==> config.mk <==
export PLATFORM = sky130hd
export DESIGN_NAME = commit_arbiter
export DESIGN_NICKNAME = d
export VERILOG_FILES = /design/src/source/regfile_types_pkg.sv /design/src/source/commit_types_pkg.sv /design/src/source/commit_arbiter.sv
export SDC_FILE = /design/constraint.sdc
export NUM_CORES = 1
export LEC_CHECK = 0
export BUFFER_PORTS_ARGS = -buffer_cell sky130_fd_sc_hd__buf_2
export CAP_MARGIN = 20
export CORE_MARGIN = 4
export CORE_UTILIZATION = 28
export DETAILED_ROUTE_END_ITERATION = 8
export GPL_TIMING_DRIVEN = 0
export PLACE_DENSITY = 0.46
export SYNTH_ARGS = -nofsm -noshare
export SYNTH_HDL_FRONTEND = slang
export SYNTH_SLANG_ARGS = --single-unit
==> constraint.sdc <==
create_clock -name clk -period 14.1 [get_ports clk]
set_input_delay 1.41 -clock clk [delete_from_list [all_inputs] [get_ports clk]]
set_output_delay 1.41 -clock clk [all_outputs]
set_load 0.01 [all_outputs]
==> src/source/regfile_types_pkg.sv <==
package regfile_types_pkg;

    // ============================================================
    // Architectural data and physical register addressing
    // ============================================================

    localparam int data_width = 32;
    localparam int addr_width = 6;

    // 64 physical registers behind a 6-bit index
    localparam int num_registers = 64;

    // Operands a and b for three instructions
    localparam int num_read_ports = 6;

    typedef logic [data_width-1:0] data_word_t;
    typedef logic [addr_width-1:0] phys_addr_t;

    // ============================================================
    // Reset contents
    // ============================================================

    // Stack pointer register starts at the top of the stack
    localparam int sp_register = 2;
    localparam data_word_t sp_reset_value = 32'h7FFF_FFF0;

endpackage

==> src/source/commit_types_pkg.sv <==
package commit_types_pkg;

    import regfile_types_pkg::*;

    // ============================================================
    // Commit traffic between producers and the register file
    // ============================================================

    // Four retire producers, three commit lanes into the register file
    localparam int num_producers = 4;
    localparam int num_commit_lanes = 3;

    // Entries per commit queue unless the top level overrides it
    localparam int default_queue_depth = 4;

    // Round-robin pointer over the producers
    typedef logic [1:0] producer_idx_t;

    // One committed result, 38 bits
    typedef struct packed {
        phys_addr_t addr;
        data_word_t data;
    } commit_entry_t;

endpackage

==> src/source/commit_arbiter.sv <==
module commit_arbiter
    import regfile_types_pkg::*, commit_types_pkg::*;
(
    input  logic                        clk,
    input  logic                        reset,
    input  logic [num_producers-1:0]    head_valid,
    input  commit_entry_t               head_entry [num_producers],
    output logic [num_producers-1:0]    pop,
    output logic [num_commit_lanes-1:0] commit_enable,
    output phys_addr_t                  commit_addr [num_commit_lanes],
    output data_word_t                  commit_data [num_commit_lanes]
);

    // Producer scanned first in the current cycle
    producer_idx_t rr_ptr;
    producer_idx_t rr_next;

    // ============================================================
    // Lane selection
    // ============================================================

    // Walk the producers from rr_ptr and fill lanes 0, 1, 2 in that order.
    // A head whose register is already granted this cycle waits.
    always_comb begin
        logic [1:0]    lane;
        producer_idx_t idx;
        logic          conflict;

        pop = '0;
        commit_enable = '0;
        for (int l = 0; l < num_commit_lanes; l++) begin
            commit_addr[l] = '0;
            commit_data[l] = '0;
        end
        rr_next = rr_ptr;
        lane = '0;

        for (int i = 0; i < num_producers; i++) begin
            idx = rr_ptr + producer_idx_t'(i);

            // Same register on an earlier lane
            conflict = 1'b0;
            for (int l = 0; l < num_commit_lanes; l++) begin
                if (commit_enable[l] && commit_addr[l] == head_entry[idx].addr) begin
                    conflict = 1'b1;
                end
            end

            if (head_valid[idx] && !conflict && lane < 2'(num_commit_lanes)) begin
                pop[idx] = 1'b1;
                commit_enable[lane] = 1'b1;
                commit_addr[lane] = head_entry[idx].addr;
                commit_data[lane] = head_entry[idx].data;
                lane = lane + 1'b1;
                // Next cycle starts after the last producer served
                rr_next = idx + 2'd1;
            end
        end
    end

    // ============================================================
    // Round-robin pointer
    // ============================================================

    always_ff @(posedge clk or negedge reset) begin
        if (!reset) begin
            rr_ptr <= '0;
        end else begin
            rr_ptr <= rr_next;
        end
    end

endmodule

# After elaboration in Yosys (flattened, before gate mapping)
# Index checks and enable logic that the tools add are counted.
dict set report word_totals {
  ff_bits 2
  input_bits 158
  out_inout_bits 121
  word_cells 165
}
dict set report classes {
  n_addsub 8
  magnitude_cmp 27
  n_eq_ne 7
  muxes 82
  n_bitwise 13
  reduce_logical 27
}
# cell n
set ops {}
lappend ops {{$bmux 38 s2} 4}
lappend ops {{$mux 38} 8}
lappend ops {{$bwmux 96} 3}
lappend ops {{$mux 96} 3}
lappend ops {{$demux 32 s2} 3}
lappend ops {{$mux 32} 4}
lappend ops {{$bwmux 18} 3}
lappend ops {{$mux 18} 3}
lappend ops {{$eq 6x6->1} 7}
lappend ops {{$demux 6 s2} 3}
lappend ops {{$mux 6} 4}
lappend ops {{$logic_and 1x1->1} 23}
lappend ops {{$ge 3x3->1 const B} 7}
lappend ops {{$lt 2x3->1 const B} 7}
lappend ops {{$not 2->3} 7}
lappend ops {{$mux 1} 20}
lappend ops {{$mux 4} 4}
lappend ops {{$demux 1 s2} 7}
lappend ops {{$ge 2x1->1 const B} 7}
lappend ops {{$add 2x1->2 const B} 6}
lappend ops {{$mux 2} 6}
lappend ops {{$or 4x4->4} 3}
lappend ops {{$lt 3x1->1 const B} 3}
lappend ops {{$mux 3} 3}
lappend ops {{other kinds (7)} 16}

# Logic depth before layout (Yosys ltp)
# Gate-level depths: netlist of the first run.
dict set report depth {
  depth_word 30
  mapped_depth 26
  depth_no_buf 16
}

# Worst setup path before layout of the first run
# No wires, ideal clock.
dict set report synth_timing {
  path_type {flip-flop to output port}
  startpoint {reg rr_ptr[1]}
  endpoint {out commit_data[22] in the netlist's numbering}
  t_arrival_ns 6.050
  required_time_ns 12.690
  path_slack_ns 6.640
  path_stages_with_launch 26
  n_path_buf 10
  path_cell_list {dfrtp_1 > buf_2 > buf_2 > buf_1 > clkbuf_1 > inv_1 > ha_1 > buf_2 > buf_6 > mux4_2 > xor2_1 > nor2_1 > and2_1 > buf_2 > a21oi_1 > ha_1 > clkbuf_1 > o21ai_0 > o32ai_1 > nand3_1 > a31o_2 > a21oi_4 > nor3b_2 > buf_6 > buf_6 > mux2i_1}
}
# item line
set synth_lines {}
lappend synth_lines {{start: declaration} commit_arbiter.sv:15} ;# producer_idx_t rr_ptr;
lappend synth_lines {{start signal: assignment} commit_arbiter.sv:69} ;# rr_ptr <= rr_next;
lappend synth_lines {{end: declaration} commit_arbiter.sv:11} ;# output data_word_t commit_data [num_commit_lanes]

==> results of run 1 <==
[placed cells by master (no fill, tap or decap), types with 5 or more instances in the layout]
| master | Yosys | final |
|---|---|---|
| buf_6 | 9 | 9 |
| mux2i_1 | 92 | 92 |
| nand2_1 | 93 | 93 |
| clkbuf_1 | 53 | 53 |
| ha_1 | 6 | 6 |
| mux2_2 | 39 | 39 |
| nor3_1 | 9 | 9 |
| xor2_1 | 11 | 11 |
| a222oi_1 | 5 | 5 |
| mux4_2 | 153 | 153 |
| a21oi_1 | 110 | 110 |
| nand3_1 | 42 | 42 |
| nor2_1 | 85 | 85 |
| xnor2_1 | 12 | 12 |
| buf_2 | 16 | 294 |
| and3_1 | 6 | 6 |
| o21ai_0 | 18 | 18 |
| o22ai_1 | 5 | 5 |
| buf_1 | 14 | 14 |
| inv_1 | 48 | 48 |
[worst min-delay path, stage by stage (launching register included)]
cell and delay (ns):
dfrtp_1 0.39, ha_1 0.25, nor2_1 0.10, mux2i_1 0.08
[area by class of cell]
class / instances / area share [%]
Multi-Input combinational cell: 746 / 73.16
Timing Repair Buffer: 281 / 14.38
Tap cell: 378 / 4.734
Buffer: 96 / 4.634
Inverter: 49 / 1.841
Clock buffer: 3 / 0.7514
Sequential cell: 2 / 0.5009
[through the flow]
stage	cells	instance area, µm²
detailed placement	1549	9871
finish	1555	9991
floorplan	893	8006
CTS	1552	9946
global route	1555	9991
global placement	1549	9871
[per-layer routing]
metal  vias to the layer above  share of wire, %  track usage (%)
met2                       382                49            38.19
met4                        10               1.4            4.352
met1                      4501                43            30.98
met3                        48               6.3            3.055
li1                       4026                 -                -
met5                         -              0.15                0
[worst min-delay path by stage]
| stage | endpoint | cells past startpoint | slack [ns] | startpoint |
|---|---|---|---|---|
| 4_1_cts | rr_ptr[1]$_DFFE_PN0P_ | 3 | 0.88 | rr_ptr[1]$_DFFE_PN0P_ |
| 2_1_floorplan | rr_ptr[1]$_DFFE_PN0P_ | 3 | 0.75 | rr_ptr[1]$_DFFE_PN0P_ |
| 3_3_place_gp | rr_ptr[1]$_DFFE_PN0P_ | 3 | 0.87 | rr_ptr[1]$_DFFE_PN0P_ |
| 3_5_place_dp | rr_ptr[1]$_DFFE_PN0P_ | 3 | 0.88 | rr_ptr[1]$_DFFE_PN0P_ |
| 5_1_grt | rr_ptr[1]$_DFFE_PN0P_ | 3 | 0.93 | rr_ptr[1]$_DFFE_PN0P_ |
| 6_report | rr_ptr[1]$_DFFE_PN0P_ | 3 | 0.88 | rr_ptr[1]$_DFFE_PN0P_ |
[kinds of logic after synthesis]
logic type      count (synthesis)  synth area share, %
xor+xnor                       23                2.516
compound gates                167                12.31
fa+ha+maj                       6               0.9376
mux                           286                60.31
buf+inv                       145                8.079
simple gates                  264                15.22
flops                           2               0.6251
==> impl_metrics.py, run 1 <==
metrics = {
    "worst_setup_path": {
        "critPathSlowestCell": "a21oi_1",
        "r2r_cells": 25,
        "critPathTopFamily": "buffers and inverters",
        "cp-startpoint": "rr_ptr[1]$_DFFE_PN0P_",
        "worst_ep_required_time_ns": 12.69,
        "r2r-end": "rr_ptr[1]$_DFFE_PN0P_",
        "arrival_ns": 8.58,
        "end_kind": "primary output",
        "cp.depth": 27,
        "crit_top_cell": "buf_2",
        "r2r-start": "rr_ptr[1]$_DFFE_PN0P_",
        "critPathBufInv": 13,
        "critPathCapture": "commit_addr[14]",
        "startpoint_type": "flip-flop",
        "cp_max_fo": 10,
        "path_class": "reg2out",
        "r2r_setup_slack_ns": 6.38,
        "max_stage_delay_ns": 0.68,
    },
    "detailed_routing": {
        "ant_nets": 0,
        "first_pass_iters": 5,
        "drc": 0,
        "dr.first_iter.drc_count": 826,
        "routed_wl_um": 37170,
        "vias_per_cell": 5.767,
        "route.vias.total": 8967,
        "wl_per_cell_um": 23.90,
    },
    "sta": {
        "worstMarginPinSlew_ns": 1.012,
        "setup_viol": 0,
        "finalMaxSlewViolations": 0,
        "finalCriticalPeriod_ns": 9.987,
        "period_share_pct": 70.83,
        "clock.fmax_mhz": 100.1,
        "rsz0062_at_grt": "no",
        "hold_slack_ns": 0.8827,
        "fin_tns_setup_ns": 0,
        "max-slew-margin-rel_pct": 32.54,
        "hold_viol": 0,
        "setup_ws_ns": 4.113,
        "fin_worst_skew_ns": 0.0005176,
    },
    "floorplan": {
        "die_w_um": 177.1,
        "die_area_um2": 31360,
        "initial_core_util_pct": 28.58,
        "io_pins": 279,
        "num_rows": 61,
        "dieHeight_um": 177.1,
        "core_area_um2": 28010,
    },
    "synth": {
        "synth_edf_count": 0,
        "yosysSeqAreaShare_pct": 0.6251,
        "synth_common_cells": "mux4_2, a21oi_1, nand2_1, mux2i_1, nor2_1",
        "synth_area_leader_cell": "mux4_2",
        "yosys_most_used_dff": "dfrtp_1",
        "synthTopCellsByArea": "mux4_2, mux2i_1, a21oi_1",
        "synthCells": 893,
        "ys_ff_latch": 2,
        "synthesis.area_um2": 8006,
        "synthArstFlopShare_pct": 100.0,
        "synth_most_common_cell": "mux4_2",
        "synth_warnings": 0,
        "synth_top_area_share_pct": 43.04,
        "synth_area_per_cell_um2": 8.966,
        "synth.net_count": 1057,
        "ys_types": 63,
    },
    "clock_network": {
        "cts_tree": "built",
        "postCtsSetupRepairBufs": 0,
        "cts_buffers": 3,
        "ctsHoldBuffers": 0,
        "clk_pin_slew_ns": 0.03,
        "cts_sinks": 2,
        "cts_resized": 0,
        "cts_root_buf": "clkbuf_16",
        "clockBufferDepth": 2,
        "h-tree-depth": 1,
        "clock_latency_ns": 0.22,
    },
    "global_route": {
        "track_usage_pct": 22.51,
        "grt_pass1_vias": 8963,
        "antenna_found_initial": 5,
        "grt_max_degree": 12,
        "grt_pass1_wl_um": 54860,
        "grt-ovfl-total": 0,
    },
    "layout": {
        "top_regs": "rr_ptr: 2 flops",
        "fill_cells": 3019,
        "layout-drive-gt1-share_pct": 43.84,
        "antenna_cells": 0,
        "area_delta_synth_final_pct": 24.79,
        "multi_input_area_um2": 7310,
        "seqCellArea_um2": 50.05,
        "max_flop_register": "rr_ptr",
        "largest_register_ffs": 2,
        "final_nets": 1343,
        "final_util_pct": 35.67,
    },
    "flow_run": {
        "maxCapViolations": 0,
    },
    "placement": {
        "portBuffers": 278,
        "hpwl_um": 28460,
        "pre_cts_slack_ns": 4.345,
        "globalplace.congestion": 0.8293,
    },
    "outcome": {
        "status": "finished, final reports clean",
    },
    "min_path": {
        "hp-class": "reg2reg",
    },
}
Power of run 1 is not shown: default switching activity piles up to over one toggle a cycle in this logic, so the estimate is an artifact.
==> run 2, diff against run 1 <==
==> constraint.sdc (replaced) <==
create_clock -name clk -period 10.2 [get_ports clk]
set_input_delay 1.02 -clock clk [delete_from_list [all_inputs] [get_ports clk]]
set_output_delay 1.02 -clock clk [all_outputs]
set_load 0.01 [all_outputs]
==> impl_metrics.py, run 2 (synthesized netlist as in run 1, its figures left out) <==
metrics = {
    "worst_setup_path": {
        "cp_max_fo": 10,
        "r2r_cells": 25,
        "path_class": "reg2out",
        "r2r-end": "rr_ptr[1]$_DFFE_PN0P_",
        "arrival_ns": 8.30,
        "r2r_setup_slack_ns": 2.76,
        "end_kind": "primary output",
        "worst_ep_required_time_ns": 9.18,
        "startpoint_type": "flip-flop",
        "r2r-start": "rr_ptr[1]$_DFFE_PN0P_",
    },
    "detailed_routing": {
        "drc": 0,
        "route.vias.total": 8978,
        "routed_wl_um": 37050,
        "ant_nets": 0,
        "first_pass_iters": 6,
        "dr.first_iter.drc_count": 745,
        "wl_per_cell_um": 23.83,
        "vias_per_cell": 5.774,
    },
    "global_route": {
        "grt_pass1_vias": 8963,
        "grt-ovfl-total": 0,
        "grt_max_degree": 12,
        "antenna_found_initial": 5,
        "grt_pass1_wl_um": 54860,
        "track_usage_pct": 22.51,
    },
    "layout": {
        "area_delta_synth_final_pct": 24.83,
        "antenna_cells": 0,
        "layout-drive-gt1-share_pct": 43.93,
        "final_common_cell": "buf_2",
        "max_flop_register": "rr_ptr",
        "final_nets": 1343,
        "top_regs": "rr_ptr: 2 flops",
        "largest_register_ffs": 2,
        "final_cell_mix": "buf_2, mux4_2, a21oi_1",
        "final_cells": 1555,
    },
    "sta": {
        "fin_worst_skew_ns": 0.0002119,
        "finalCriticalPeriod_ns": 9.322,
        "worstMarginPinSlew_ns": 1.009,
        "max-slew-margin-rel_pct": 32.73,
        "fin_tns_setup_ns": 0,
        "period_share_pct": 91.40,
        "setup_viol": 0,
        "clock.fmax_mhz": 107.3,
        "rsz0062_at_grt": "no",
        "finalMaxSlewViolations": 0,
        "hold_viol": 0,
    },
    "floorplan": {
        "die_w_um": 177.1,
        "initial_core_util_pct": 28.58,
        "dieHeight_um": 177.1,
        "die_area_um2": 31360,
        "num_rows": 61,
        "io_pins": 279,
        "core_area_um2": 28010,
    },
    "placement": {
        "hpwl_um": 28460,
        "numPlacedInstances": 1549,
        "globalplace.congestion": 0.8293,
        "portBuffers": 278,
    },
    "flow_run": {
        "maxCapViolations": 0,
    },
    "min_path": {
        "hp-class": "in2async",
    },
    "clock_network": {
        "clock_latency_ns": 0.22,
        "ctsHoldBuffers": 0,
        "clockBufferDepth": 2,
        "h-tree-depth": 1,
        "postCtsSetupRepairBufs": 0,
        "cts_sinks": 2,
        "cts_tree": "built",
        "cts_buffers": 3,
        "cts_root_buf": "clkbuf_16",
        "clk_pin_slew_ns": 0.03,
    },
    "outcome": {
        "status": "finished, final reports clean",
    },
}
-- run 2: cell types whose count changed in the layout (fill, tap and decap cells not counted) --
cell	change
a21oi_1	-1
a21oi_2	+1
-- run 2: cell type report --
type,instances,area (µm²)
Multi-Input combinational cell,746,7313
Fill cell,3017,18020
Timing Repair Buffer,281,1436
Inverter,49,183.9
Clock buffer,3,75.07
Sequential cell,2,50.05
Buffer,96,462.9
Tap cell,378,473.0
-- run 2: worst max-delay path by stage --
stage | from | slack, ns | cells after the start | end
after CTS | rr_ptr[1]$_DFFE_PN0P_ | 0.57 | 25 | commit_data[10]
final | rr_ptr[1]$_DFFE_PN0P_ | 0.88 | 27 | commit_addr[14]
after detailed placement | rr_ptr[1]$_DFFE_PN0P_ | 0.84 | 25 | commit_data[10]
after floorplan | rr_ptr[1]$_DFFE_PN0P_ | 3.13 | 25 | commit_data[22]
after global routing | rr_ptr[1]$_DFFE_PN0P_ | 0.31 | 25 | commit_data[10]
after global placement | rr_ptr[1]$_DFFE_PN0P_ | 0.85 | 26 | commit_data[25]
-- run 2: metrics by stage --
step / hold WS, ns / worst slack [ns] / util (%) / area [µm²]
6_report: 0.5776 / 0.8777 / 35.68 / 9995
5_1_grt: 0.5799 / 0.3125 / 35.68 / 9995
4_1_cts: 0.5757 / 0.5734 / 35.51 / 9946
3_5_place_dp: 0.8111 / 0.8352 / 35.24 / 9871
3_3_place_gp: 0.8055 / 0.8517 / 35.24 / 9871
2_1_floorplan: 0.7244 / 3.130 / - / 8006
-- run 2: critical path: stages, from the launching register on --
cell	delay [ns]
dfrtp_1	0.37
buf_2	0.29
buf_2	0.32
buf_1	0.52
clkbuf_1	0.64
inv_1	0.19
ha_1	0.32
buf_2	0.23
buf_6	0.20
mux4_2	0.63
xor2_1	0.21
nor2_1	0.15
and2_1	0.16
buf_2	0.16
a21oi_2	0.43
ha_1	0.22
clkbuf_1	0.34
o21ai_0	0.18
o32ai_1	0.29
nand3_1	0.31
and3_1	0.25
buf_2	0.19
xor2_1	0.27
nand3b_4	0.23
buf_6	0.22
buf_6	0.21
mux2i_1	0.32
buf_2	0.19
-- run 2: layer usage --
metal	wire length (µm)	vias up	global-route usage [%]	share of wire, %
li1	-	4020	-	-
met1	15610	4458	30.98	42
met2	18170	439	38.19	49
met3	2678	51	3.055	7.2
met4	539	10	4.352	1.5
met5	54	-	0	0.15
-- run 2: repair_timing --
item                                   in CTS  in global routing
setup endpoints to repair                   0                  1
gates resized for setup                     0                  1
endpoints found under the hold margin       0                  0
Power of run 2 is left out for the same reason.
