<file path="src/source/regfile_types_pkg.sv">
package regfile_types_pkg;

    // ============================================================
    // Architectural data and physical register addressing
    // ============================================================

    localparam int data_width = 32;
    localparam int addr_width = 6;

    // 64 physical registers behind a 6-bit index
    localparam int num_registers = 64;

    // Operands a and b for three instructions
    localparam int num_read_ports = 6;

    typedef logic [data_width-1:0] data_word_t;
    typedef logic [addr_width-1:0] phys_addr_t;

    // ============================================================
    // Reset contents
    // ============================================================

    // Stack pointer register starts at the top of the stack
    localparam int sp_register = 2;
    localparam data_word_t sp_reset_value = 32'h7FFF_FFF0;

endpackage

</file>
<file path="src/source/commit_types_pkg.sv">
package commit_types_pkg;

    import regfile_types_pkg::*;

    // ============================================================
    // Commit traffic between producers and the register file
    // ============================================================

    // Four retire producers, three commit lanes into the register file
    localparam int num_producers = 4;
    localparam int num_commit_lanes = 3;

    // Entries per commit queue unless the top level overrides it
    localparam int default_queue_depth = 4;

    // Round-robin pointer over the producers
    typedef logic [1:0] producer_idx_t;

    // One committed result, 38 bits
    typedef struct packed {
        phys_addr_t addr;
        data_word_t data;
    } commit_entry_t;

endpackage

</file>
<file path="src/source/commit_queue.sv">
module commit_queue
    import commit_types_pkg::*;
#(
    parameter int queue_depth = default_queue_depth
) (
    input  logic          clk,
    input  logic          reset,
    input  logic          push,
    input  commit_entry_t push_entry,
    input  logic          pop,
    output commit_entry_t head_entry,
    output logic          head_valid,
    output logic          full
);

    localparam int ptr_width = (queue_depth > 1) ? $clog2(queue_depth) : 1;
    localparam int count_width = $clog2(queue_depth + 1);

    commit_entry_t          entries [queue_depth];
    logic [ptr_width-1:0]   read_ptr;
    logic [ptr_width-1:0]   write_ptr;
    logic [count_width-1:0] count;
    logic                   push_accept;
    logic                   pop_accept;

    // Wrap also works for depths that are not a power of two
    function automatic logic [ptr_width-1:0] next_ptr(input logic [ptr_width-1:0] ptr);
        if (ptr == ptr_width'(queue_depth - 1)) begin
            return '0;
        end
        return ptr + 1'b1;
    endfunction

    // Flags come straight from the registered count
    assign full = (count == count_width'(queue_depth));
    assign head_valid = (count != '0);
    assign head_entry = entries[read_ptr];

    // A push while full is dropped, the producer holds it
    assign push_accept = push && !full;
    assign pop_accept = pop && head_valid;

    always_ff @(posedge clk or negedge reset) begin
        if (!reset) begin
            read_ptr <= '0;
            write_ptr <= '0;
            count <= '0;
        end else begin
            if (push_accept) begin
                write_ptr <= next_ptr(write_ptr);
            end
            if (pop_accept) begin
                read_ptr <= next_ptr(read_ptr);
            end
            case ({push_accept, pop_accept})
                2'b10: count <= count + 1'b1;
                2'b01: count <= count - 1'b1;
                default: count <= count;
            endcase
        end
    end

    // Entry storage
    always_ff @(posedge clk) begin
        if (push_accept) begin
            entries[write_ptr] <= push_entry;
        end
    end

endmodule

</file>
<file path="config.mk">
export PLATFORM = sky130hd
export DESIGN_NAME = commit_queue
export DESIGN_NICKNAME = d
export VERILOG_FILES = /design/src/source/regfile_types_pkg.sv /design/src/source/commit_types_pkg.sv /design/src/source/commit_queue.sv
export SDC_FILE = /design/constraint.sdc
export NUM_CORES = 1
export LEC_CHECK = 0
export ABC_AREA = 1
export CAP_MARGIN = 20
export CORE_ASPECT_RATIO = 0.6
export CORE_MARGIN = 4
export CORE_UTILIZATION = 46
export DETAILED_ROUTE_END_ITERATION = 8
export DONT_BUFFER_PORTS = 1
export SLEW_MARGIN = 20
export SYNTH_ARGS = -nofsm -noshare
export SYNTH_HDL_FRONTEND = slang
export SYNTH_SLANG_ARGS = --single-unit
</file>
<file path="constraint.sdc">
create_clock -name clk -period 3.2 [get_ports clk]
set_input_delay 0 -clock clk [delete_from_list [all_inputs] [get_ports clk]]
set_output_delay 0 -clock clk [all_outputs]
set_load 0.02 [all_outputs]
</file>
---- Word-level counts from Yosys, hierarchy flattened ----
Memories as Yosys holds them, arrays and structs flattened.
Index checks and enable logic that the tools add are counted.
storage, ports and cells
  register bits ........................... 7
  bits in writable memories ............... 152
  bits of input ports ..................... 42
  output and inout port bits .............. 40
  word-level logic and storage cells ...... 29
  memories kept ........................... 1
memories
  memory   depth  width  read ports  clocked after memory_dff  wr ports  line                source
  entries  4      38     1           0                         1         commit_queue.sv:19  commit_entry_t entries [queue_depth];
cells by class
  add/sub/neg operators ................... 4
  eq/ne operators ......................... 5
  multiplexer cells ....................... 11
  reduce and logical (&&, ||, !) cells .... 5
operators by type and width
  operator               number
  $mux W2                4
  $eq A2 B2 Y1 const B   3
  $mux W1                6
  $pmux W3 S2            1
  $add A2 B1 Y2 const B  2
  $add A3 B1 Y3 const B  1
  $eq A3 B3 Y1 const B   1
  $reduce_bool A3 Y1     1
  $sub A3 B1 Y3 const B  1
  $eq A2 B1 Y1 const B   1
  $logic_and A1 B1 Y1    2
  $reduce_bool A2 Y1     1
  $logic_not A1 Y1       1

---- Logic depth before layout (Yosys ltp) ----
Gate-level depths: netlist of the first run.
  depth after elaboration ................. 5
  gate-level depth with buffers ........... 12
  depth with buffers taken out ............ 12

---- Worst setup path after synthesis of the first run ----
Ideal clock, no wire load.
  path kind ............................... reg2reg
  from .................................... register count[0]
  to ...................................... memory entries[0][0] (netlist bit) (enable)
  library setup time ...................... 0.433 ns
  arrival ................................. 2.309 ns
  data required time ...................... 2.767 ns
  slack ................................... 0.458 ns
  cell stages (with the launch flop) ...... 5
  buffers on the path ..................... 0
  period minus slack after synthesis ...... 2.742 ns
  path through ............................ dfrtp_1 > inv_1 > nand3_1 > nand2_1 > nor2_1
between the ends
  word-level cells in the longest chain between the ends .. 5
RTL lines
  what                           line                source
  start: declaration             commit_queue.sv:22  logic [count_width-1:0] count;
  start signal: assignment       commit_queue.sv:56  2'b10: count <= count + 1'b1;
  start signal: assignment       commit_queue.sv:57  2'b01: count <= count - 1'b1;
  start signal: assignment       commit_queue.sv:58  default: count <= count;
  $eq A3 B3 Y1                   commit_queue.sv:35  assign full = (count == count_width'(queue_depth));
  $logic_not A1 Y1               commit_queue.sv:40  assign push_accept = push && !full;
  $logic_and A1 B1 Y1            commit_queue.sv:40
  $mux W1                        commit_queue.sv:65  if (push_accept) begin
  $mux W1 (not written as such)  commit_queue.sv:66  entries[write_ptr] <= push_entry;
  end: declaration               commit_queue.sv:19
No other way between the ends.

---- Worst setup path in the final report of the first run ----
  from .................................... register count[0]
  to ...................................... register count[2]
between the ends
  word-level cells in the longest chain between the ends .. 5
  elaborated cells between the ends (all ways) .. 11
  classes of those cells .................. add/sub: 2; eq/ne: 3; mux: 1; reduce/logical: 5
RTL lines
  what                                               line                source
  $eq A3 B3 Y1                                       commit_queue.sv:35
  $logic_not A1 Y1                                   commit_queue.sv:40
  $logic_and A1 B1 Y1                                commit_queue.sv:40
  $eq A2 B1 Y1 or $eq A2 B2 Y1 (tied branches)       commit_queue.sv:55  case ({push_accept, pop_accept})
  $pmux W3 S2 or $reduce_bool A2 Y1 (tied branches)  --
Parallel ways exist; a longest one is shown, timed or not.
A chain may end at the register's enable or synchronous reset.

==> summary.txt, run 1 <==
Global route
  • Initial antenna violation count: 2
  • Gr ovfl total: 0
  • Number of global-route vias before repair: 3810
  • Total Routing Usage GR: 0.164
  • First-pass GRT wire length: 20200 µm
  • Largest net degree at the start of global routing: 155

Floorplanning
  • I/O pin total: 82
  • Die area: 16500 µm²
  • Row count: 33
  • Die width: 163 µm
  • Placeable Area: 13900 µm²
  • Initial Util: 0.478
  • Chip height: 101 µm

Logic synthesis
  • Cells after Synth: 503
  • Main flop type after synthesis: edfxtp_1
  • Avg Cell Area, Syn: 13.2 µm²
  • Post-synthesis cell area: 6640 µm²
  • Synth area leader: edfxtp_1
  • Most common cell in the synthesized netlist: edfxtp_1
  • Synth area leaders: edfxtp_1 69%, nand2_1 7.3%, o211ai_2 5.5%
  • Number of flops mapped to enable cells by yosys: 152
  • Post-synth top area share: 0.688
  • Syn_nets: 552
  • Ys async rst share: 0.0440
  • Yosys reg bits: 159
  • Register area share after synthesis: 0.714
  • Post-synth top cells: 152 x edfxtp_1, 129 x nand2_1, 90 x inv_1
  • Synth unique cells: 18
  • Synth warnings: 0

Placed design
  • PortBufs: 0
  • Hpwl dp: 7570 µm
  • Area after DPL: 6800 µm²
  • Gpl congestion: 0.743

CTS
  • Clk slew on worst S/H paths: 0.06 ns
  • Skew-Pair Late Insertion Delay: 0.42 ns
  • H-tree depth: 4
  • CTS tree: yes
  • # resized after CTS: 0
  • CTS Root Cell: clkbuf_16
  • CTS Sinks: 159
  • Clk buf depth: 2
  • Total CTS buffers: 17

Timing
  • Final min period: 2.15 ns
  • Least-Margin Pin Slew: 1.06 ns
  • Crit share post-route: 0.671
  • TNS Setup: 0 ns
  • Skew final: 0.00732 ns
  • Hold slack: 0.0656 ns
  • Fmax: 0.466 GHz
  • Final setup violation count: 0
  • Fin. Hold Viols: 0
  • Fin. max-slew vios: 0
  • Max_slew headroom: 0.295
  • RSZ-0062 raised after global routing: no

Drt
  • Drt total wl: 12600 µm
  • DRC violations left: 0
  • Initial DRC Count: 285
  • Final ANT Viol Nets: 0
  • Wirelength per Cell: 16.8 µm
  • Vias per Instance: 4.90
  • DR vias: 3681
  • First-pass iteration count of the detailed router: 4

Hold path
  • Worst hold start: push
  • Hold depth: 3
  • Min-Delay Path Class: input port to flip-flop
  • Min-Delay Endpoint: write_ptr[1]

Worst setup path
  • Type of the worst setup path: flip-flop to flip-flop
  • Critical Path RT: 3.51 ns
  • Reg2reg setup slack: 1.05 ns
  • Worst r2r path cells: 10
  • RR Startpoint: count[0]
  • Maximum fanout along the worst path: 7
  • R2R Path End: count[2]
  • Critical Path Sink Type: flip-flop
  • CP Data Arrival Time: 2.45 ns
  • CP Launch Type: flip-flop

Layout
  • Fin area: 7750 µm²
  • FF+latch area: 4740 µm²
  • Multi-input gate area: 1400 µm²
  • Fraction of layout cells with a size suffix above 1: 0.122
  • Fillers: 1124
  • Area grow syn2layout: 16.8%
  • Final #Nets: 594

Pwr
  • Peak supply drop: 0.656 mV
  • P per Cell Area: 921 nW/µm²
  • Pleak: 3.00 nW
  • Final Total Pwr: 7.14 mW

Run
  • Max Cap Viol: 0

Outcome
  • Outcome: finished, final reports clean
-- critical path, stage by stage (launching register included) --
cell     delay [ns]
dfrtp_1        0.39
inv_1          0.12
nand3_1        0.16
nand2_1        0.40
ha_1           0.25
inv_1          0.07
fa_1           0.37
nand2_1        0.10
nand3_1        0.08
nand2_1        0.07
nand2_1        0.05
-- power breakdown --
group          total [mW]  internal [mW]  switching [mW]
clock                1.82           1.05           0.766
combinational        2.46          0.613            1.84
sequential           2.87           2.75           0.120
-- stage by stage --
stage / cells / setup slack [ns] / utilization
final: 751 / 1.05 / 0.559
after global routing: 751 / 0.896 / 0.559
after CTS: 749 / 1.01 / 0.558
after detailed placement: 676 / 1.03 / 0.490
after global placement: 676 / 1.13 / 0.490
after floorplan: 503 / 0.458 / -
-- what timing repair did --
item | in CTS | in global routing
hold buffers | 42 | 0
endpoints found under the hold margin | 163 | 0
buffers inserted | 0 | 0
-- layer usage --
metal | track usage | share of wire | up-vias
met4 | 0.0580 | 0.014 | 0
met2 | 0.266 | 0.46 | 78
met5 | 0 | 0 | -
met3 | 0.0617 | 0.069 | 18
li1 | - | - | 1819
met1 | 0.205 | 0.46 | 1766
-- layout by cell type (no fill, tap or decap) --
cell type      count
inv_2              1
o211ai_1          47
edfxtp_1         152
diode_2            2
buf_4              4
o21ai_0            1
fa_1               1
ha_1               6
nand4_1            1
nor2_4             4
inv_6              1
inv_1             90
clkinv_1           4
clkinv_2           4
dfrtp_4            1
clkbuf_16         17
dlygate4sd3_1     42
dfrtp_2            1
bufinv_16          1
o211ai_2          29
nand2_1          129
nand3_1            7
clkbuf_1           1
clkinv_4           1
xnor2_1            1
buf_12             2
dfrtp_1            5
clkinvlp_4         2
nor2_1             2
-- final cells by class --
cell class              instances  share of cell area
clock inverters                13              0.0126
flip-flops and latches        159               0.612
multi-input cells             228               0.181
clock buffers                  18              0.0554
well taps                     192              0.0310
repair buffers                 48              0.0633
inverters                      91              0.0441
diodes                          2            0.000646
-- state kept, by name (all words and copies together) (netlist names) --
register	cells
write_ptr	2
entries	152
read_ptr	2
count	3
-- worst max path at each step --
stage	start	endpoint	slack (ns)
final	count[0]	count[2]	1.05
after global routing	count[0]	entries[0][32]	0.90
after CTS	count[1]	entries[0][18]	1.01
after detailed placement	count[0]	entries[0][19]	1.03
after global placement	count[1]	entries[0][19]	1.13
after floorplan	count[0]	entries[0][0]	0.46
-- logic make-up (layout without fill, tap and decap cells) --
| family | count (synthesis) | after routing | synth area share |
|---|---|---|---|
| simple gates | 143 | 143 | 0.0826 |
| other cells | 0 | 2 | 0 |
| buf+inv | 116 | 170 | 0.0790 |
| flops | 159 | 159 | 0.714 |
| xor+xnor | 1 | 1 | 0.00132 |
| fa+ha+maj | 7 | 7 | 0.0143 |
| compound gates | 77 | 77 | 0.109 |
Power figures use the tool's default switching activity.
==> inputs of run 2 (changes only) <==
clock period = 2 ns   (was 3.2 ns; I/O delays follow)
==> summary.txt, run 2 (same netlist as run 1, synthesis figures left out) <==
Worst setup path
  • R2R Path End: count[2]
  • Most common cell on crit path: nand2_1
  • Type of the worst setup path: flip-flop to flip-flop
  • Reg2reg setup slack: 0.16 ns (-0.89 ns)
  • Crit-path cells: inv_1 > nand3_1 > nand2_1 > ha_1 > inv_1 > fa_1 > nand2_1 > nand3_1 > nand2_1 > nand2_1
  • CP Data Arrival Time: 2.15 ns (-0.30 ns)
  • RR Startpoint: count[0]
  • CP Launch Type: flip-flop
  • Worst path slowest cell: dfrtp_1
  • Critical Path Sink Type: flip-flop
  • Maximum fanout along the worst path: 4 (-3)
  • Critical path origin: count[0]
  • CP max stage delay: 0.39 ns (about the same)
  • Critical Path RT: 2.31 ns (-1.20 ns)
  • Worst r2r path cells: 10 (unchanged)

Floorplanning
  • Placeable Area: 13900 µm² (unchanged)
  • I/O pin total: 82 (unchanged)
  • Chip height: 101 µm (unchanged)
  • Initial Util: 0.478 (unchanged)
  • Die area: 16500 µm² (unchanged)
  • Die width: 163 µm (unchanged)
  • Row count: 33 (unchanged)

Layout
  • Non-Filler Instances: 758 (+0.93%)
  • Fin area: 7950 µm² (+2.6%)
  • Fraction of layout cells with a size suffix above 1: 0.141 (+0.0193)
  • Top reg by flops: entries
  • Area grow syn2layout: 19.8%
  • Commonest non-fill, non-tap cell in the layout: edfxtp_1
  • Most frequent cells in the layout: 152 x edfxtp_1, 129 x nand2_1, 90 x inv_1
  • # diodes: 0 (-2)
  • Final #Nets: 602 (+1.3%)
  • Largest register FFs: 152 (unchanged)
  • Top flop regs: entries x152, count x3

CTS
  • # resized after CTS: 0 (unchanged)
  • Total CTS buffers: 17 (unchanged)
  • Clk slew on worst S/H paths: 0.06 ns (about the same)
  • H-tree depth: 4 (unchanged)
  • Skew-Pair Late Insertion Delay: 0.42 ns (about the same)
  • CTS tree: yes
  • Clk buf depth: 2 (unchanged)
  • CTS Sinks: 159 (unchanged)
  • CTS Root Cell: clkbuf_16

Outcome
  • Outcome: finished, final reports clean

Placed design
  • Gpl congestion: 0.741 (-0.31%)
  • Area after DPL: 6930 µm² (+2.0%)
  • PortBufs: 0 (unchanged)
  • Inst Count DP: 684 (+1.2%)
  • Hpwl dp: 7580 µm (+0.14%)

Drt
  • Final ANT Viol Nets: 0 (unchanged)
  • Wirelength per Cell: 16.4 µm (-2.3%)
  • First-pass iteration count of the detailed router: 4 (unchanged)
  • Vias per Instance: 4.86 (-0.84%)
  • Drt total wl: 12500 µm (-1.4%)
  • DRC violations left: 0 (unchanged)
  • Initial DRC Count: 217 (-24%)
  • DR vias: 3684 (+0.081%)

Timing
  • Skew final: 0.00970 ns (+0.00238 ns)
  • RSZ-0062 raised after global routing: no
  • Crit share post-route: 0.919 (+0.248)
  • Fmax: 0.544 GHz (+17%)
  • Final setup violation count: 0 (unchanged)
  • Fin. Hold Viols: 0 (unchanged)
  • Least-Margin Pin Slew: 0.433 ns (-0.623 ns)
  • Final min period: 1.84 ns (-0.310 ns)
  • Max_slew headroom: 0.711 (+0.417)
  • Fin. max-slew vios: 0 (unchanged)

Run
  • Max Cap Viol: 0 (unchanged)

Global route
  • Largest net degree at the start of global routing: 49 (-68%)
  • Total Routing Usage GR: 0.161 (-0.00318)
  • Initial antenna violation count: 1 (-1)
  • Gr ovfl total: 0 (unchanged)
  • Number of global-route vias before repair: 3785 (-0.66%)
  • First-pass GRT wire length: 20000 µm (-0.85%)

Pwr
  • Pleak: 3.09 nW (+3.0%)
  • Peak supply drop: 0.689 mV (+5.1%)
  • P per Cell Area: 1510 nW/µm² (+64%)
  • Final Total Pwr: 12.0 mW (+68%)

Hold path
  • Min-Delay Endpoint: entries[0][19]
  • Worst hold start: push_entry[19]
  • Min-Delay Path Class: input port to flip-flop
  • Hold depth: 1 (-2)
-- run 2: stage by stage --
step	hold WS, ns	setup TNS [ns]	utilization	worst slack [ns]
5_1_grt	0.289	0	0.573	0.0175
4_1_cts	0.272	0	0.573	0.145
3_3_place_gp	-0.295	0	0.500	0.295
3_5_place_dp	-0.295	0	0.500	0.177
6_report	0.287	0	0.573	0.163
2_1_floorplan	-0.296	-24.09	-	-0.158
-- run 2: how the worst max path moves through the flow --
stage / to / slack (ns) / depth (start not counted)
2_1_floorplan: entries[0][0] / -0.16 / 4
3_3_place_gp: count[2] / 0.30 / 10
3_5_place_dp: count[2] / 0.18 / 10
4_1_cts: head_entry[6] / 0.15 / 4
5_1_grt: count[2] / 0.02 / 10
6_report: count[2] / 0.16 / 10
-- run 2: area by class of cell --
class	instances	area (µm²)
Fill cell	1133	5920
Sequential cell	159	4740
Multi-Input combinational cell	228	1400
Timing Repair Buffer	56	626
Clock buffer	17	425
Inverter	91	342
Tap cell	192	240
Clock inverter	15	170
-- run 2: worst max-delay path: cells and delay by family (launching register included) --
kind	cells	cell delay, ns
fa+ha+maj	2	0.56
buf+inv	2	0.19
flops	1	0.39
simple gates	6	0.60
-- run 2: timing repair --
| item | in CTS | in global routing |
|---|---|---|
| hold buffers | 42 | 0 |
| endpoints found under the hold margin | 165 | 0 |
| setup buffers | 0 | 0 |
-- run 2: where the power goes --
part           total, mW  switching [mW]  internal, mW
registers           4.74           0.350          4.39
logic               4.03            2.84          1.19
clock network       3.23            1.28          1.95
-- run 2: metal layers --
metal,up-vias,wire [µm],track usage
met5,-,7,0
met4,2,114,0.0425
met3,12,677,0.0605
met2,69,5840,0.250
met1,1769,5830,0.216
li1,1832,-,-
==> inputs of run 3 (changes only) <==
--- a/config.mk
+++ b/config.mk
@@ -12,4 +12,6 @@
 export CORE_UTILIZATION = 46
+export CTS_CLUSTER_DIAMETER = 200
 export DETAILED_ROUTE_END_ITERATION = 8
 export DONT_BUFFER_PORTS = 1
+export GPL_ROUTABILITY_DRIVEN = 0
 export SLEW_MARGIN = 20
==> constraint.sdc (replaced) <==
create_clock -name clk -period 2 [get_ports clk]
set_input_delay 0.2 -clock clk [delete_from_list [all_inputs] [get_ports clk]]
set_output_delay 0.2 -clock clk [all_outputs]
set_load 0.02 [all_outputs]
==> summary.txt, run 3 (same netlist as run 1, synthesis figures left out) <==
Placed design
  • Hpwl dp: 7280 µm (-3.9%)
  • PortBufs: 0 (unchanged)
  • DP Worst Slack: 0.159 ns (-0.0172 ns)

Timing
  • Worst setup margin: 0.127 ns (-0.0360 ns)
  • Fmax: 0.534 GHz (-1.9%)
  • Crit share post-route: 0.937 (+0.0180)
  • RSZ-0062 raised after global routing: yes
  • Hold slack: 0.122 ns (-0.166 ns)
  • Fin. Hold Viols: 0 (unchanged)
  • Fin. max-slew vios: 0 (unchanged)
  • Final min period: 1.87 ns (+0.0360 ns)
  • Max_slew headroom: 0.724 (+0.0121)
  • Final setup violation count: 0 (unchanged)
  • Least-Margin Pin Slew: 0.415 ns (-0.0181 ns)
  • Skew final: 0.00772 ns (-0.00199 ns)

Floorplanning
  • Placeable Area: 13900 µm² (unchanged)
  • Initial Util: 0.478 (unchanged)
  • I/O pin total: 82 (unchanged)
  • Die area: 16500 µm² (unchanged)
  • Row count: 33 (unchanged)
  • Chip height: 101 µm (unchanged)
  • Die width: 163 µm (unchanged)

Worst setup path
  • Worst path slowest cell: dfrtp_4
  • Crit-path cells: buf_12 > nand2_1 > o211ai_2 > nand2_1
  • CP max stage delay: 0.45 ns (+0.06 ns)
  • Type of the worst setup path: flip-flop to primary output
  • Most common cell on crit path: nand2_1
  • CP Data Arrival Time: 1.67 ns (-0.48 ns)
  • Critical Path Sink Type: primary output
  • Critical Path RT: 1.80 ns (-0.51 ns)
  • Maximum fanout along the worst path: 87 (+83)
  • CP Launch Type: flip-flop

Global route
  • Total Routing Usage GR: 0.159 (-0.00186)
  • Initial antenna violation count: 1 (unchanged)
  • Gr ovfl total: 0 (unchanged)
  • Number of global-route vias before repair: 3701 (-2.2%)
  • First-pass GRT wire length: 19800 µm (-1.1%)
  • Largest net degree at the start of global routing: 88 (+80%)

Layout
  • Final #Nets: 602 (unchanged)
  • Top flop regs: entries x152, count x3
  • Most frequent cells in the layout: 152 x edfxtp_1, 129 x nand2_1, 89 x inv_1
  • Util after Layout: 0.572 (-0.000722)
  • Largest register FFs: 152 (unchanged)
  • Area grow syn2layout: 19.6%
  • Top reg by flops: entries
  • Commonest non-fill, non-tap cell in the layout: edfxtp_1
  • Fraction of layout cells with a size suffix above 1: 0.150 (+0.00883)

Pwr
  • P per Cell Area: 1500 nW/µm² (-0.30%)
  • Pleak: 3.08 nW (-0.24%)
  • Peak supply drop: 0.704 mV (+2.1%)
  • Final Total Pwr: 11.9 mW (-0.43%)

Drt
  • Wirelength per Cell: 16.1 µm (-1.9%)
  • Initial DRC Count: 201 (-7.4%)
  • DRC violations left: 0 (unchanged)
  • Final ANT Viol Nets: 0 (unchanged)
  • First-pass iteration count of the detailed router: 4 (unchanged)
  • Vias per Instance: 4.89 (+0.63%)
  • DR vias: 3712 (+0.76%)
  • Drt total wl: 12200 µm (-1.8%)

CTS
  • Skew-Pair Late Insertion Delay: 0.42 ns (about the same)
  • Post-CTS Setup Inserts: 0 (unchanged)
  • CTS Root Cell: clkbuf_16
  • Clk buf depth: 2 (unchanged)
  • Clk slew on worst S/H paths: 0.07 ns (about the same)
  • CTS tree: yes
  • CTS Sinks: 159 (unchanged)
  • Total CTS buffers: 17 (unchanged)
  • H-tree depth: 4 (unchanged)

Run
  • Max Cap Viol: 0 (unchanged)

Hold path
  • Min-Delay Path Class: input port to asynchronous set/reset pin

Outcome
  • Outcome: finished, final reports clean
## run 3: area by class of cell
cell class | count | area [µm²]
Inverter | 91 | 342
Sequential cell | 159 | 4740
Multi-Input combinational cell | 228 | 1410
Timing Repair Buffer | 56 | 598
Clock inverter | 15 | 180
Clock buffer | 17 | 425
Antenna cell | 1 | 2.50
Fill cell | 1117 | 5930
Tap cell | 192 | 240
## run 3: worst max-delay path, delay by kind of cell (launching register included)
family / cells / cell delay [ns]
buf+inv: 1 / 0.33
compound gates: 1 / 0.08
flops: 1 / 0.45
simple gates: 2 / 0.34
## run 3: worst paths after layout
| check | from | endpoint | slack (ns) | cells past startpoint |
|---|---|---|---|---|
| max | read_ptr[0] | head_entry[24] | 0.13 | 4 |
| min | reset | count[1] | 0.12 | 1 |
| max reg2reg | count[1] | count[1] | 0.14 | 8 |
| min reg2reg | count[0] | count[0] | 0.50 | 1 |
| max in group asynchronous | reset | read_ptr[0] | 1.59 | 1 |
| min in group clk | push | write_ptr[1] | 0.16 | 4 |
## run 3: stage by stage
step                setup TNS (ns)  cells  cell area, µm²
floorplan                   -24.09    503            6650
global placement                 0    685            6900
detailed placement               0    685            6900
CTS                              0    758            7920
global route              -0.00474    759            7940
finish                           0    759            7940
## run 3: where the power goes
group	leakage, nW	internal, mW	switching (mW)
Combinational	1.32	1.15	2.98
Sequential	1.48	4.39	0.203
Clock	0.285	1.88	1.35
## run 3: routing by layer
metal	share of wire	vias to the layer above	GRT usage
li1	-	1837	-
met1	0.45	1766	0.202
met2	0.48	95	0.259
met3	0.061	14	0.0544
met4	0.0096	0	0.0561
met5	0	-	0
## run 3: what timing repair did
action / CTS / global route
gates resized for setup: 1 / 5
setup endpoints to repair: 17 / 17
hold endpoints to repair: 163 / 0
hold buffers: 41 / 0
